## config.mk

```make
export PLATFORM = sky130hd
export DESIGN_NAME = arcade_board
export DESIGN_NICKNAME = d
export VERILOG_FILES = /design/src/arcade_pkg.sv /design/src/osd_status_regs.sv /design/src/dip_decoder.sv /design/src/video_timing.sv /design/src/colour_expand.sv /design/src/arcade_board.sv
export SDC_FILE = /design/constraint.sdc
export NUM_CORES = 1
export LEC_CHECK = 0
export CAP_MARGIN = 20
export CORE_MARGIN = 2
export CORE_UTILIZATION = 45
export DETAILED_ROUTE_END_ITERATION = 6
export DONT_BUFFER_PORTS = 1
export MAX_ROUTING_LAYER = met4
export PLACE_DENSITY_LB_ADDON = 0.12
export SYNTH_ARGS = -nofsm -noshare
export SYNTH_HDL_FRONTEND = slang
export SYNTH_SLANG_ARGS = --single-unit
```

## constraint.sdc

```tcl
create_clock -name clk_sys -period 2.35 [get_ports clk_sys]
set_input_delay 0.3525 -clock clk_sys [delete_from_list [all_inputs] [get_ports clk_sys]]
set_output_delay 0.3525 -clock clk_sys [all_outputs]
set_load 0.05 [all_outputs]
```

## src/arcade_pkg.sv

```systemverilog
// Arcade board package with the difficulty type, APB register map and status bit positions
`default_nettype none

package arcade_pkg;

    // Game difficulty as the DIP switches expect it
    typedef enum logic [1:0] {
        DIFF_EASY   = 2'd0,
        DIFF_NORMAL = 2'd1,
        DIFF_HARD   = 2'd2,
        DIFF_VHARD  = 2'd3
    } difficulty_t;

    // APB byte addresses
    localparam logic [3:0] REG_STATUS = 4'h0;
    localparam logic [3:0] REG_JOY1   = 4'h4;
    localparam logic [3:0] REG_JOY2   = 4'h8;
    localparam logic [3:0] REG_ID     = 4'hc;

    localparam logic [31:0] CORE_ID = 32'h4152_4331; // "ARC1"

    // Bit positions inside the OSD status word
    localparam logic [4:0] ST_PAUSE      = 5'd1;
    localparam logic [4:0] ST_LEVEL_LO   = 5'd2;  // Two bits wide
    localparam logic [4:0] ST_TEST       = 5'd4;
    localparam logic [4:0] ST_LIVES_LO   = 5'd5;  // Two bits wide
    localparam logic [4:0] ST_FILTER_OFF = 5'd9;
    localparam logic [4:0] ST_RST_REQ    = 5'd15;

    localparam int JOY_W = 5; // Joystick bits the game uses

endpackage

`default_nettype wire

```

## src/osd_status_regs.sv

```systemverilog
// OSD register block, an APB slave with status, joystick and core ID registers
`default_nettype none

module osd_status_regs import arcade_pkg::*; (
    input  wire         clk_sys,
    input  wire         rst_n,
    input  wire  [ 3:0] paddr,
    input  wire         psel,
    input  wire         penable,
    input  wire         pwrite,
    input  wire  [31:0] pwdata,
    output logic [31:0] prdata,
    output logic        pready,
    output logic        pslverr,
    output logic [31:0] status,
    output logic [31:0] joy1,
    output logic [31:0] joy2
);

    logic access;
    logic addr_ok;
    logic wr_en;

    assign access = psel & penable;
    assign pready = 1'b1;           // Zero wait states

    // Read mux that also flags addresses outside the map
    always_comb begin
        addr_ok = 1'b1;
        prdata  = '0;
        case (paddr)
            REG_STATUS: prdata = status;
            REG_JOY1:   prdata = joy1;
            REG_JOY2:   prdata = joy2;
            REG_ID:     prdata = CORE_ID;
            default:    addr_ok = 1'b0;
        endcase
    end

    // ID is read only, so writing it is an error too
    assign pslverr = access & (~addr_ok | (pwrite & (paddr == REG_ID)));
    assign wr_en   = access & pwrite & ~pslverr;

    always_ff @(posedge clk_sys) begin
        if (!rst_n) begin
            status <= '0;
            joy1   <= '0;
            joy2   <= '0;
        end else if (wr_en) begin
            case (paddr)
                REG_STATUS: status <= pwdata;
                REG_JOY1:   joy1   <= pwdata;
                REG_JOY2:   joy2   <= pwdata;
                default:    ;      // Blocked by pslverr
            endcase
        end
    end

endmodule

`default_nettype wire

```

## src/dip_decoder.sv

```systemverilog
// DIP decoder turning OSD status bits and cabinet inputs into registered game controls
`default_nettype none

module dip_decoder import arcade_pkg::*; (
    input  wire               clk_sys,
    input  wire               rst_n,
    input  wire  [31:0]       status,
    input  wire  [31:0]       joy1,
    input  wire  [31:0]       joy2,
    input  wire  [ 1:0]       coin,
    input  wire               pause_button,
    output logic              dip_pause_n,
    output difficulty_t       dip_level,
    output logic [ 1:0]       dip_lives,
    output logic              service,
    output logic              coin_input,
    output logic [JOY_W-1:0]  game_joystick1,
    output logic [JOY_W-1:0]  game_joystick2,
    output logic              en_filter,
    output logic              game_rst_n
);

    always_ff @(posedge clk_sys) begin
        if (!rst_n) begin
            dip_pause_n    <= 1'b1;
            dip_level      <= DIFF_NORMAL; // Matches an all-zero status word
            dip_lives      <= '0;
            service        <= 1'b0;
            coin_input     <= 1'b0;
            game_joystick1 <= '0;
            game_joystick2 <= '0;
            en_filter      <= 1'b1;
            game_rst_n     <= 1'b0;
        end else begin
            // OSD menu lists Normal first, so codes 0 and 1 swap
            case (status[ST_LEVEL_LO +: 2])
                2'd0:    dip_level <= DIFF_NORMAL;
                2'd1:    dip_level <= DIFF_EASY;
                2'd2:    dip_level <= DIFF_HARD;
                default: dip_level <= DIFF_VHARD;
            endcase

            dip_pause_n    <= ~(status[ST_PAUSE] | pause_button);
            dip_lives      <= status[ST_LIVES_LO +: 2];
            service        <= status[ST_TEST];
            coin_input     <= |coin;                // Either slot
            game_joystick1 <= joy1[JOY_W-1:0];
            game_joystick2 <= joy2[JOY_W-1:0];
            en_filter      <= ~status[ST_FILTER_OFF];

            // Game stays in reset while the OSD request bit is held
            game_rst_n     <= ~status[ST_RST_REQ];
        end
    end

endmodule

`default_nettype wire

```

## src/video_timing.sv

```systemverilog
// Video timing generator with pixel clock enable, raster counters, blanking and sync
`default_nettype none

module video_timing #(
    parameter int CEN_DIV      = 4,
    parameter int H_ACTIVE     = 256,
    parameter int H_TOTAL      = 320,
    parameter int H_SYNC_START = 272,
    parameter int H_SYNC_LEN   = 32,
    parameter int V_ACTIVE     = 224,
    parameter int V_TOTAL      = 264,
    parameter int V_SYNC_START = 240,
    parameter int V_SYNC_LEN   = 4
) (
    input  wire        clk_sys,
    input  wire        rst_n,
    output logic       pxl_cen,
    output logic [9:0] hcount,
    output logic [9:0] vcount,
    output logic       hb,
    output logic       vb,
    output logic       hs,
    output logic       vs
);

    localparam int CW = (CEN_DIV > 1) ? $clog2(CEN_DIV) : 1;
    localparam logic [CW-1:0] CEN_LAST = CW'(CEN_DIV - 1);

    localparam logic [9:0] H_ACT  = 10'(H_ACTIVE);
    localparam logic [9:0] H_LAST = 10'(H_TOTAL - 1);
    localparam logic [9:0] H_SS   = 10'(H_SYNC_START);
    localparam logic [9:0] H_SE   = 10'(H_SYNC_START + H_SYNC_LEN);
    localparam logic [9:0] V_ACT  = 10'(V_ACTIVE);
    localparam logic [9:0] V_LAST = 10'(V_TOTAL - 1);
    localparam logic [9:0] V_SS   = 10'(V_SYNC_START);
    localparam logic [9:0] V_SE   = 10'(V_SYNC_START + V_SYNC_LEN);

    logic [CW-1:0] cen_cnt;
    logic [9:0]    h_next;
    logic [9:0]    v_next;

    // One pulse every CEN_DIV clocks
    always_ff @(posedge clk_sys) begin
        if (!rst_n) begin
            cen_cnt <= '0;
            pxl_cen <= 1'b0;
        end else begin
            pxl_cen <= (cen_cnt == CEN_LAST);
            cen_cnt <= (cen_cnt == CEN_LAST) ? '0 : cen_cnt + 1'b1;
        end
    end

    always_comb begin
        h_next = hcount + 10'd1;
        v_next = vcount;
        if (hcount == H_LAST) begin
            h_next = '0;
            v_next = (vcount == V_LAST) ? '0 : vcount + 10'd1;
        end
    end

    // Flags use the next count so they line up with the counters
    always_ff @(posedge clk_sys) begin
        if (!rst_n) begin
            hcount <= '0;
            vcount <= '0;
            hb     <= 1'b0;
            vb     <= 1'b0;
            hs     <= 1'b0;
            vs     <= 1'b0;
        end else if (pxl_cen) begin
            hcount <= h_next;
            vcount <= v_next;
            hb     <= (h_next >= H_ACT);
            vb     <= (v_next >= V_ACT);
            hs     <= (h_next >= H_SS) && (h_next < H_SE);
            vs     <= (v_next >= V_SS) && (v_next < V_SE);
        end
    end

endmodule

`default_nettype wire

```

## src/colour_expand.sv

```systemverilog
// Colour path expanding 3-bit game colour to 6-bit VGA with blanking and a horizontal filter
`default_nettype none

module colour_expand (
    input  wire        clk_sys,
    input  wire        rst_n,
    input  wire        pxl_cen,
    input  wire  [2:0] red,
    input  wire  [2:0] green,
    input  wire  [2:0] blue,
    input  wire        hb,
    input  wire        vb,
    input  wire        hs,
    input  wire        vs,
    input  wire        en_filter,
    output logic [5:0] vga_r,
    output logic [5:0] vga_g,
    output logic [5:0] vga_b,
    output logic       vga_hs,
    output logic       vga_vs
);

    // Bits on top, MSB repeated, top two bits at the bottom
    function automatic logic [5:0] expand(input logic [2:0] c);
        return {c, c[2], c[2:1]};
    endfunction

    function automatic logic [5:0] avg(input logic [5:0] a, input logic [5:0] b);
        logic [6:0] sum;
        sum = {1'b0, a} + {1'b0, b};
        return sum[6:1];               // Floor of the mean
    endfunction

    logic [5:0] r_cur, g_cur, b_cur;
    logic [5:0] r_prev, g_prev, b_prev; // Last active pixel on this line
    logic [5:0] r_ref, g_ref, b_ref;
    logic       prev_ok;
    logic       blank;

    assign blank = hb | vb;
    assign r_cur = expand(red);
    assign g_cur = expand(green);
    assign b_cur = expand(blue);

    // First pixel after blanking is paired with itself
    assign r_ref = prev_ok ? r_prev : r_cur;
    assign g_ref = prev_ok ? g_prev : g_cur;
    assign b_ref = prev_ok ? b_prev : b_cur;

    always_ff @(posedge clk_sys) begin
        if (pxl_cen) begin
            r_prev <= r_cur;
            g_prev <= g_cur;
            b_prev <= b_cur;
        end
    end

    always_ff @(posedge clk_sys) begin
        if (!rst_n) begin
            vga_r   <= '0;
            vga_g   <= '0;
            vga_b   <= '0;
            vga_hs  <= 1'b0;
            vga_vs  <= 1'b0;
            prev_ok <= 1'b0;
        end else if (pxl_cen) begin
            vga_hs  <= hs;     // Same pixel delay as the colour
            vga_vs  <= vs;
            prev_ok <= ~blank;
            if (blank) begin
                vga_r <= '0;
                vga_g <= '0;
                vga_b <= '0;
            end else if (en_filter) begin
                vga_r <= avg(r_cur, r_ref);
                vga_g <= avg(g_cur, g_ref);
                vga_b <= avg(b_cur, b_ref);
            end else begin
                vga_r <= r_cur;
                vga_g <= g_cur;
                vga_b <= b_cur;
            end
        end
    end

endmodule

`default_nettype wire

```

## src/arcade_board.sv

```systemverilog
// Arcade board top level joining the OSD registers, DIP decoder, video timing and colour path
`default_nettype none

module arcade_board import arcade_pkg::*; #(
    parameter int CEN_DIV      = 4,
    parameter int H_ACTIVE     = 256,
    parameter int H_TOTAL      = 320,
    parameter int H_SYNC_START = 272,
    parameter int H_SYNC_LEN   = 32,
    parameter int V_ACTIVE     = 224,
    parameter int V_TOTAL      = 264,
    parameter int V_SYNC_START = 240,
    parameter int V_SYNC_LEN   = 4
) (
    input  wire               clk_sys,
    input  wire               rst_n,
    // APB from the I/O controller
    input  wire  [ 3:0]       paddr,
    input  wire               psel,
    input  wire               penable,
    input  wire               pwrite,
    input  wire  [31:0]       pwdata,
    output logic [31:0]       prdata,
    output logic              pready,
    output logic              pslverr,
    // Cabinet
    input  wire  [ 1:0]       coin,
    input  wire               pause_button,
    // Game side
    input  wire  [ 2:0]       red,
    input  wire  [ 2:0]       green,
    input  wire  [ 2:0]       blue,
    output logic [ 9:0]       hcount,
    output logic [ 9:0]       vcount,
    output logic              dip_pause_n,
    output difficulty_t       dip_level,
    output logic [ 1:0]       dip_lives,
    output logic              service,
    output logic              coin_input,
    output logic [JOY_W-1:0]  game_joystick1,
    output logic [JOY_W-1:0]  game_joystick2,
    output logic              game_rst_n,
    // VGA
    output logic [ 5:0]       vga_r,
    output logic [ 5:0]       vga_g,
    output logic [ 5:0]       vga_b,
    output logic              vga_hs,
    output logic              vga_vs
);

    logic [31:0] status, joy1, joy2;
    logic        en_filter;
    logic        pxl_cen;
    logic        hb, vb, hs, vs;

    osd_status_regs u_regs (
        .clk_sys (clk_sys), .rst_n   (rst_n),
        .paddr   (paddr),   .psel    (psel),
        .penable (penable), .pwrite  (pwrite),
        .pwdata  (pwdata),  .prdata  (prdata),
        .pready  (pready),  .pslverr (pslverr),
        .status  (status),  .joy1    (joy1),
        .joy2    (joy2)
    );

    dip_decoder u_dip (
        .clk_sys        (clk_sys),        .rst_n          (rst_n),
        .status         (status),         .joy1           (joy1),
        .joy2           (joy2),           .coin           (coin),
        .pause_button   (pause_button),   .dip_pause_n    (dip_pause_n),
        .dip_level      (dip_level),      .dip_lives      (dip_lives),
        .service        (service),        .coin_input     (coin_input),
        .game_joystick1 (game_joystick1), .game_joystick2 (game_joystick2),
        .en_filter      (en_filter),      .game_rst_n     (game_rst_n)
    );

    video_timing #(
        .CEN_DIV      (CEN_DIV),
        .H_ACTIVE     (H_ACTIVE),     .H_TOTAL    (H_TOTAL),
        .H_SYNC_START (H_SYNC_START), .H_SYNC_LEN (H_SYNC_LEN),
        .V_ACTIVE     (V_ACTIVE),     .V_TOTAL    (V_TOTAL),
        .V_SYNC_START (V_SYNC_START), .V_SYNC_LEN (V_SYNC_LEN)
    ) u_timing (
        .clk_sys (clk_sys), .rst_n  (rst_n),
        .pxl_cen (pxl_cen), .hcount (hcount),
        .vcount  (vcount),  .hb     (hb),
        .vb      (vb),      .hs     (hs),
        .vs      (vs)
    );

    colour_expand u_colour (
        .clk_sys   (clk_sys),   .rst_n  (rst_n),
        .pxl_cen   (pxl_cen),   .red    (red),
        .green     (green),     .blue   (blue),
        .hb        (hb),        .vb     (vb),
        .hs        (hs),        .vs     (vs),
        .en_filter (en_filter), .vga_r  (vga_r),
        .vga_g     (vga_g),     .vga_b  (vga_b),
        .vga_hs    (vga_hs),    .vga_vs (vga_vs)
    );

endmodule

`default_nettype wire

```

Yosys cells after proc, flatten, opt, wreduce, memory -nomap -nowiden
Index checks and enable logic that the tools add are counted.
- add/sub/neg operators: 6
- $lt $le $gt $ge: 6
- bitwise operators: 15
- multiply operators: 0
- mux-type cells: 15
- shift operators: 0
- divide/modulo/power cells: 0
- reduce and logical (&&, ||, !) cells: 10
- equality and inequality tests: 8
- operator list (operator ; count):
    one-hot mux 32 bit (4 select lines) ; 1
    2-to-1 mux 6 bit ; 9
    2-to-1 mux 10 bit ; 3
    adder 6 x 6 -> 7 bit ; 3
    adder 10 x 1 -> 10 bit (second input constant) ; 2
    == test 10 x 9 -> 1 bit (second input constant) ; 2
    greater-or-equal comparator 10 x 8 -> 1 bit (second input constant) ; 2
    greater-or-equal comparator 10 x 9 -> 1 bit (second input constant) ; 2
    < comparator 10 x 8 -> 1 bit (second input constant) ; 1
    < comparator 10 x 9 -> 1 bit (second input constant) ; 1
    == test 4 bit (second input constant) ; 2
    inverter 1 bit ; 7
    one-hot mux 2 bit (3 select lines) ; 1
    AND reduction 2 bit ; 3
    bitwise AND 1 bit ; 5
    == test 2 bit (second input constant) ; 2
    == test 4 x 3 -> 1 bit (second input constant) ; 1
    zero test 4 bit ; 1
    OR reduction 2 bit ; 2
    OR reduction 4 bit ; 1
    OR 1 bit ; 3
    adder 2 x 1 -> 2 bit (second input constant) ; 1
    == test 2 x 1 -> 1 bit (second input constant) ; 1
    logical AND 1 bit ; 2
    2 further kinds ; 2
- memory bits (read-only): 0
- output and inout bits: 92
- memories: 0
- bits of input ports: 53
- bits in latches: 0
- logic and storage cells: 89
- bits in writable memories: 0
- register bits after elaboration: 181

Longest topological paths before layout
- depth in word-level cells: 9
- depth in mapped cells: 11
- depth with buffers taken out: 10

Hierarchy
From an unflattened synthesis, not the netlist that was laid out.
- cells, all modules: 862
- area, all modules: 8289.2 um2
- modules (own cells, without submodules) (module ; seq. area each (um2) ; area an instance (um2) ; instances ; cells each):
    osd_status_regs ; 1921.8 ; 4456.8 ; 1 ; 458
    colour_expand ; 690.7 ; 1737.9 ; 1 ; 176
    video_timing ; 540.5 ; 1556.5 ; 1 ; 186
    dip_decoder ; 380.4 ; 538.0 ; 1 ; 42

Worst setup path before layout
OpenSTA, ideal clock, no wires.
- path type: flip-flop to flip-flop
- start: register u_colour.prev_ok
- end: register u_colour.vga_g[3]
- arrival time: 2374 ps
- slack: -138 ps
- cell stages (with the launch flop): 12
- required time: 2235 ps
- clock period less this slack: 2488 ps
- buffers on the path: 1
- library setup time: 115 ps
- cell sequence: dfxtp_1 > buf_1 > mux2_2 > ha_1 > inv_1 > fa_1 > nor2b_1 > o21a_1 > or3_1 > a31oi_1 > o2bb2ai_1 > and2_1
- cells in the longest elaborated chain, start to end: 4
- RTL lines (item ; RTL line ; text):
    start, declared ; colour_expand.sv:37 ; logic prev_ok;
    start signal, assigned ; colour_expand.sv:69 ; prev_ok <= ~blank;
    2-to-1 mux 6 bit ; colour_expand.sv:47 ; assign g_ref = prev_ok ? g_prev : g_cur;
    adder 6 x 6 -> 7 bit ; colour_expand.sv:30 ; sum = {1'b0, a} + {1'b0, b};
    2-to-1 mux 6 bit ; colour_expand.sv:74 ; end else if (en_filter) begin
    2-to-1 mux 6 bit ; colour_expand.sv:70 ; if (blank) begin
    end signal, assigned ; colour_expand.sv:76 ; vga_g <= avg(g_cur, g_ref);
    end signal, assigned ; colour_expand.sv:80 ; vga_g <= g_cur;
    end, declared ; colour_expand.sv:17 ; output logic [5:0] vga_g,
No other way between the ends.
A chain may end at the register's enable or synchronous reset.

Worst setup path after layout
- start: register u_colour.prev_ok
- end: register u_colour.vga_r[3]
- cells in the longest elaborated chain, start to end: 4
- RTL lines (item ; RTL line ; text):
    2-to-1 mux 6 bit ; colour_expand.sv:46 ; assign r_ref = prev_ok ? r_prev : r_cur;
    adder 6 x 6 -> 7 bit ; colour_expand.sv:30 ;
    2-to-1 mux 6 bit ; colour_expand.sv:74 ;
    2-to-1 mux 6 bit ; colour_expand.sv:70 ;
    end signal, assigned ; colour_expand.sv:75 ; vga_r <= avg(r_cur, r_ref);
    end signal, assigned ; colour_expand.sv:79 ; vga_r <= r_cur;
    end, declared ; colour_expand.sv:16 ; output logic [5:0] vga_r,
No other way between the ends.

==> results.sh <==
export IMPL_synthArstFlopShare_pct=0
export IMPL_initial_core_util_pct=45.7
export IMPL_grt_pass1_wl_mm=33.1
export IMPL_gr_usage_all_layers_pct=22.0
export IMPL_maxCapViolations=0
export IMPL_worstHoldPathCells=1
export IMPL_holdPathEnd="u_dip.coin_input$_SDFF_PN0_"
export IMPL_regArea_um2=3530
export IMPL_antenna_cells=0
export IMPL_tritoncts="yes"
export IMPL_drtIter0Drc=456
export IMPL_syn_inst=969
export IMPL_clock_path_buffers=2
export IMPL_synth_seq_area_share_pct=43.0
export IMPL_die_h_um=139
export IMPL_vias_per_cell=5.29
export IMPL_synth_flop_cell="dfxtp_1"
export IMPL_grt_pass1_vias=6221
export IMPL_yosysWarningCount=0
export IMPL_area_growth_pct=15.4
export IMPL_multi_input_area_um2=4360
export IMPL_ys_types=59
export IMPL_core_rowCount=49
export IMPL_dr_wl_met2_mm=10.1
export IMPL_peakVddDrop_mv=0.509
export IMPL_p_seq_share_pct=48.9
export IMPL_dr_pass1_iters=5
export IMPL_io_pins=145
export IMPL_ant_nets=0
export IMPL_die_area_um2=19400
export IMPL_r2r_cells=10
export IMPL_rrSetupSlack_ns=0.13
export IMPL_met1Wirelength_mm=9.08
export IMPL_r2r_start="u_colour.prev_ok$_SDFFE_PN0P_"
export IMPL_wl_mm=20.6
export IMPL_relSlewSlack_pct=46.7
export IMPL_fin_tns_setup_ns=0
export IMPL_worstHoldStart="coin[0]"
export IMPL_clkPwrFrac_pct=44.6
export IMPL_fin_crit_sh_pct=94.3
export IMPL_stdcell_area_um2=9480
export IMPL_critPathMaxFanout=6
export IMPL_setup_viol=0
export IMPL_route_detailed_drc=0
export IMPL_power_switching_mw=1.57
export IMPL_ys_ff_latch=172
export IMPL_fin_worst_skew_ns=0.00791
export IMPL_top_layer_used="met4"
export IMPL_post_dp_cell_area_um2=8790
export IMPL_fillers=1718
export IMPL_yosys_area_top_type="dfxtp_1"
export IMPL_htree_levels=4
export IMPL_syn_cell_area_um2=8220
export IMPL_p_int_mw=4.63
export IMPL_hp_class="in2reg"
export IMPL_core_area_um2=18000
export IMPL_max_freq_mhz=451
export IMPL_tightest_slew_ns=0.799
export IMPL_finalWorstSetupSlack_ns=0.133
export IMPL_netSwitchingFraction_pct=25.3
export IMPL_synth_area_per_cell_um2=8.48
export IMPL_vias=6596
export IMPL_cts_sinks=172
export IMPL_place_ws_ns=0.0805
export IMPL_synth_common_cells="nand2_1, dfxtp_1, nor2_1"
export IMPL_synth_fp_nets=1042
export IMPL_synth_edf_count=9
export IMPL_wl_met3_mm=1.18
export IMPL_r2r_end="u_colour.vga_r[3]$_SDFFE_PN0P_"
export IMPL_insertion_delay_ns=0.44
export IMPL_hold_viol_final=0
export IMPL_dp_hpwl_mm=13.3
export IMPL_cts_buffers=17
export IMPL_grt_max_degree=165
export IMPL_required_ns=2.68
export IMPL_p_per_area_nw_per_um2=654
export IMPL_synth_largest_type_area_fraction_pct=39.7
export IMPL_period_minus_slack_ns=2.22
export IMPL_cts_reportedPaths_clkPinSlew_ns=0.07
export IMPL_root_buffer="clkbuf_16"
export IMPL_grt_antenna_before_repair=0
export IMPL_wl_per_cell_um=16.5
export IMPL_drv_slew=0
export IMPL_p_comb_share_pct=6.5
export IMPL_drive_gt1_share_pct=15.0
export IMPL_cp_end_kind="register"
export IMPL_die_width_um=139
export IMPL_arrival_ns=2.55
export IMPL_place_congestion=0.829
export IMPL_grt_ovfl_total=0
export IMPL_run_status="finished clean"
export IMPL_port_buffers=0
export IMPL_synth_most_common_cell="nand2_1"
export IMPL_p_leak_nw=3.50
export IMPL_yosys_top_cells_area="dfxtp_1, nand2_1, a21boi_0, a21boi_1, a21oi_1"
export IMPL_cp_start_kind="register"
export IMPL_final_nets=1077
export IMPL_grt_setup_unrepaired="no"
export IMPL_crit_type="reg2reg"
-- cell type report --
class                      instances  area share, %
tap                              229           3.02
multi-input combinational        714           46.0
sequential                       172           37.3
clock inverter                    14           1.29
timing repair buffer              87           7.18
inverter                          12          0.475
clock buffer                      18           4.75
-- metal layers --
| metal | global-route usage [%] | vias up |
|---|---|---|
| li1 | - | 3355 |
| met3 | 7.08 | 21 |
| met2 | 36.1 | 131 |
| met4 | 5.42 | 0 |
| met1 | 26.3 | 3089 |
| met5 | - | - |
-- worst max path at each step --
stage / endpoint / cells past startpoint / from / slack [ns]
2_1_floorplan: u_colour.vga_g[3]$_SDFFE_PN0P_ / 11 / u_colour.prev_ok$_SDFFE_PN0P_ / 0.03
3_3_place_gp: u_colour.vga_b[3]$_SDFFE_PN0P_ / 10 / u_colour.prev_ok$_SDFFE_PN0P_ / 0.10
3_5_place_dp: u_colour.vga_r[3]$_SDFFE_PN0P_ / 10 / u_colour.prev_ok$_SDFFE_PN0P_ / 0.08
4_1_cts: u_colour.vga_r[3]$_SDFFE_PN0P_ / 10 / u_colour.prev_ok$_SDFFE_PN0P_ / 0.05
5_1_grt: u_colour.vga_g[3]$_SDFFE_PN0P_ / 10 / u_colour.prev_ok$_SDFFE_PN0P_ / 0.001
6_report: u_colour.vga_r[3]$_SDFFE_PN0P_ / 10 / u_colour.prev_ok$_SDFFE_PN0P_ / 0.13
-- kinds of logic (layout without fill, tap and decap cells) --
group                    count (synthesis)  in the layout  synth area share [%]
flip-flops                             172            172                  43.0
multiplexers                            42             42                  5.37
adder cells (fa/ha/maj)                 20             20                  3.59
buffers and inverters                   83            131                  4.08
XOR/XNOR                                18             18                  1.92
AND/OR/NAND/NOR                        406            406                  22.9
other                                    1              1                0.0456
AO/OA/AOI/OAI                          227            227                  19.1
-- placed cells by master, fill, tap and decap left out, types with 3 or more instances in the layout --
| cell | instances |
|---|---|
| fa_1 | 6 |
| nand2_1 | 217 |
| or3_1 | 7 |
| a21oi_1 | 57 |
| nand4_1 | 8 |
| a22o_1 | 4 |
| nand2b_1 | 5 |
| xnor2_1 | 14 |
| mux2i_1 | 25 |
| and2_1 | 32 |
| a21boi_0 | 53 |
| buf_4 | 76 |
| and3_1 | 6 |
| mux2_2 | 17 |
| nor3_1 | 10 |
| a21o_1 | 3 |
| a31oi_1 | 9 |
| o2bb2ai_1 | 6 |
| nor2b_1 | 31 |
| a21boi_1 | 46 |
| inv_1 | 12 |
| o221a_2 | 11 |
| ha_1 | 14 |
| edfxtp_1 | 9 |
| nand3_1 | 9 |
| inv_8 | 4 |
| clkbuf_16 | 18 |
| o21a_1 | 9 |
| dlygate4sd3_1 | 11 |
| o21ai_0 | 15 |
| xor2_1 | 4 |
| dfxtp_1 | 162 |
| nor2_1 | 61 |
| inv_6 | 6 |
-- stage by stage --
stage          power [mW]  instances  utilization [%]  hold WS, ns
6_report             6.20       1246             52.8       0.0278
2_1_floorplan        3.44        969                -        0.369
5_1_grt              6.41       1246             52.8       0.0233
3_3_place_gp         3.48       1202             48.9        0.420
4_1_cts              6.26       1245             52.7       0.0138
3_5_place_dp         3.48       1202             48.9        0.424
-- registers in the layout, indices dropped and copies added, names as in the netlist, 2 cells and up --
name / count
u_dip.game_joystick2: 5
u_regs.joy2: 32
u_timing.vcount: 10
u_regs.joy1: 32
u_colour.vga_b: 6
u_colour.vga_r: 6
u_dip.game_joystick1: 5
u_dip.dip_lives: 2
u_timing.hcount: 10
u_colour.r_prev: 3
u_colour.vga_g: 6
u_dip.dip_level: 2
u_regs.status: 32
u_colour.b_prev: 3
u_colour.g_prev: 3
u_timing.cen_cnt: 2
-- worst max-delay path, stage by stage, from the launching register on --
cell	delay (ns)
dfxtp_2	0.39
mux2_2	0.35
ha_1	0.20
inv_1	0.07
fa_1	0.19
nor2b_1	0.05
o21a_1	0.17
or3_1	0.30
a31oi_1	0.16
o2bb2ai_1	0.07
and2_1	0.16
-- power by group through the flow --
stage	clock network [mW]	logic (mW)	registers, mW
2_1_floorplan	0	0.340	3.10
3_3_place_gp	0	0.384	3.10
3_5_place_dp	0	0.386	3.10
4_1_cts	2.83	0.404	3.03
5_1_grt	2.93	0.441	3.03
6_report	2.77	0.403	3.03
-- repair_timing --
action / 4_1_cts / 5_1_grt
hold buffers: 11 / 0
hold endpoints to repair: 10 / 0
gates resized for setup: 0 / 2
endpoints found under the setup margin: 0 / 4
setup buffers: 0 / 1
No activity file was read; power rests on OpenSTA's default activity.
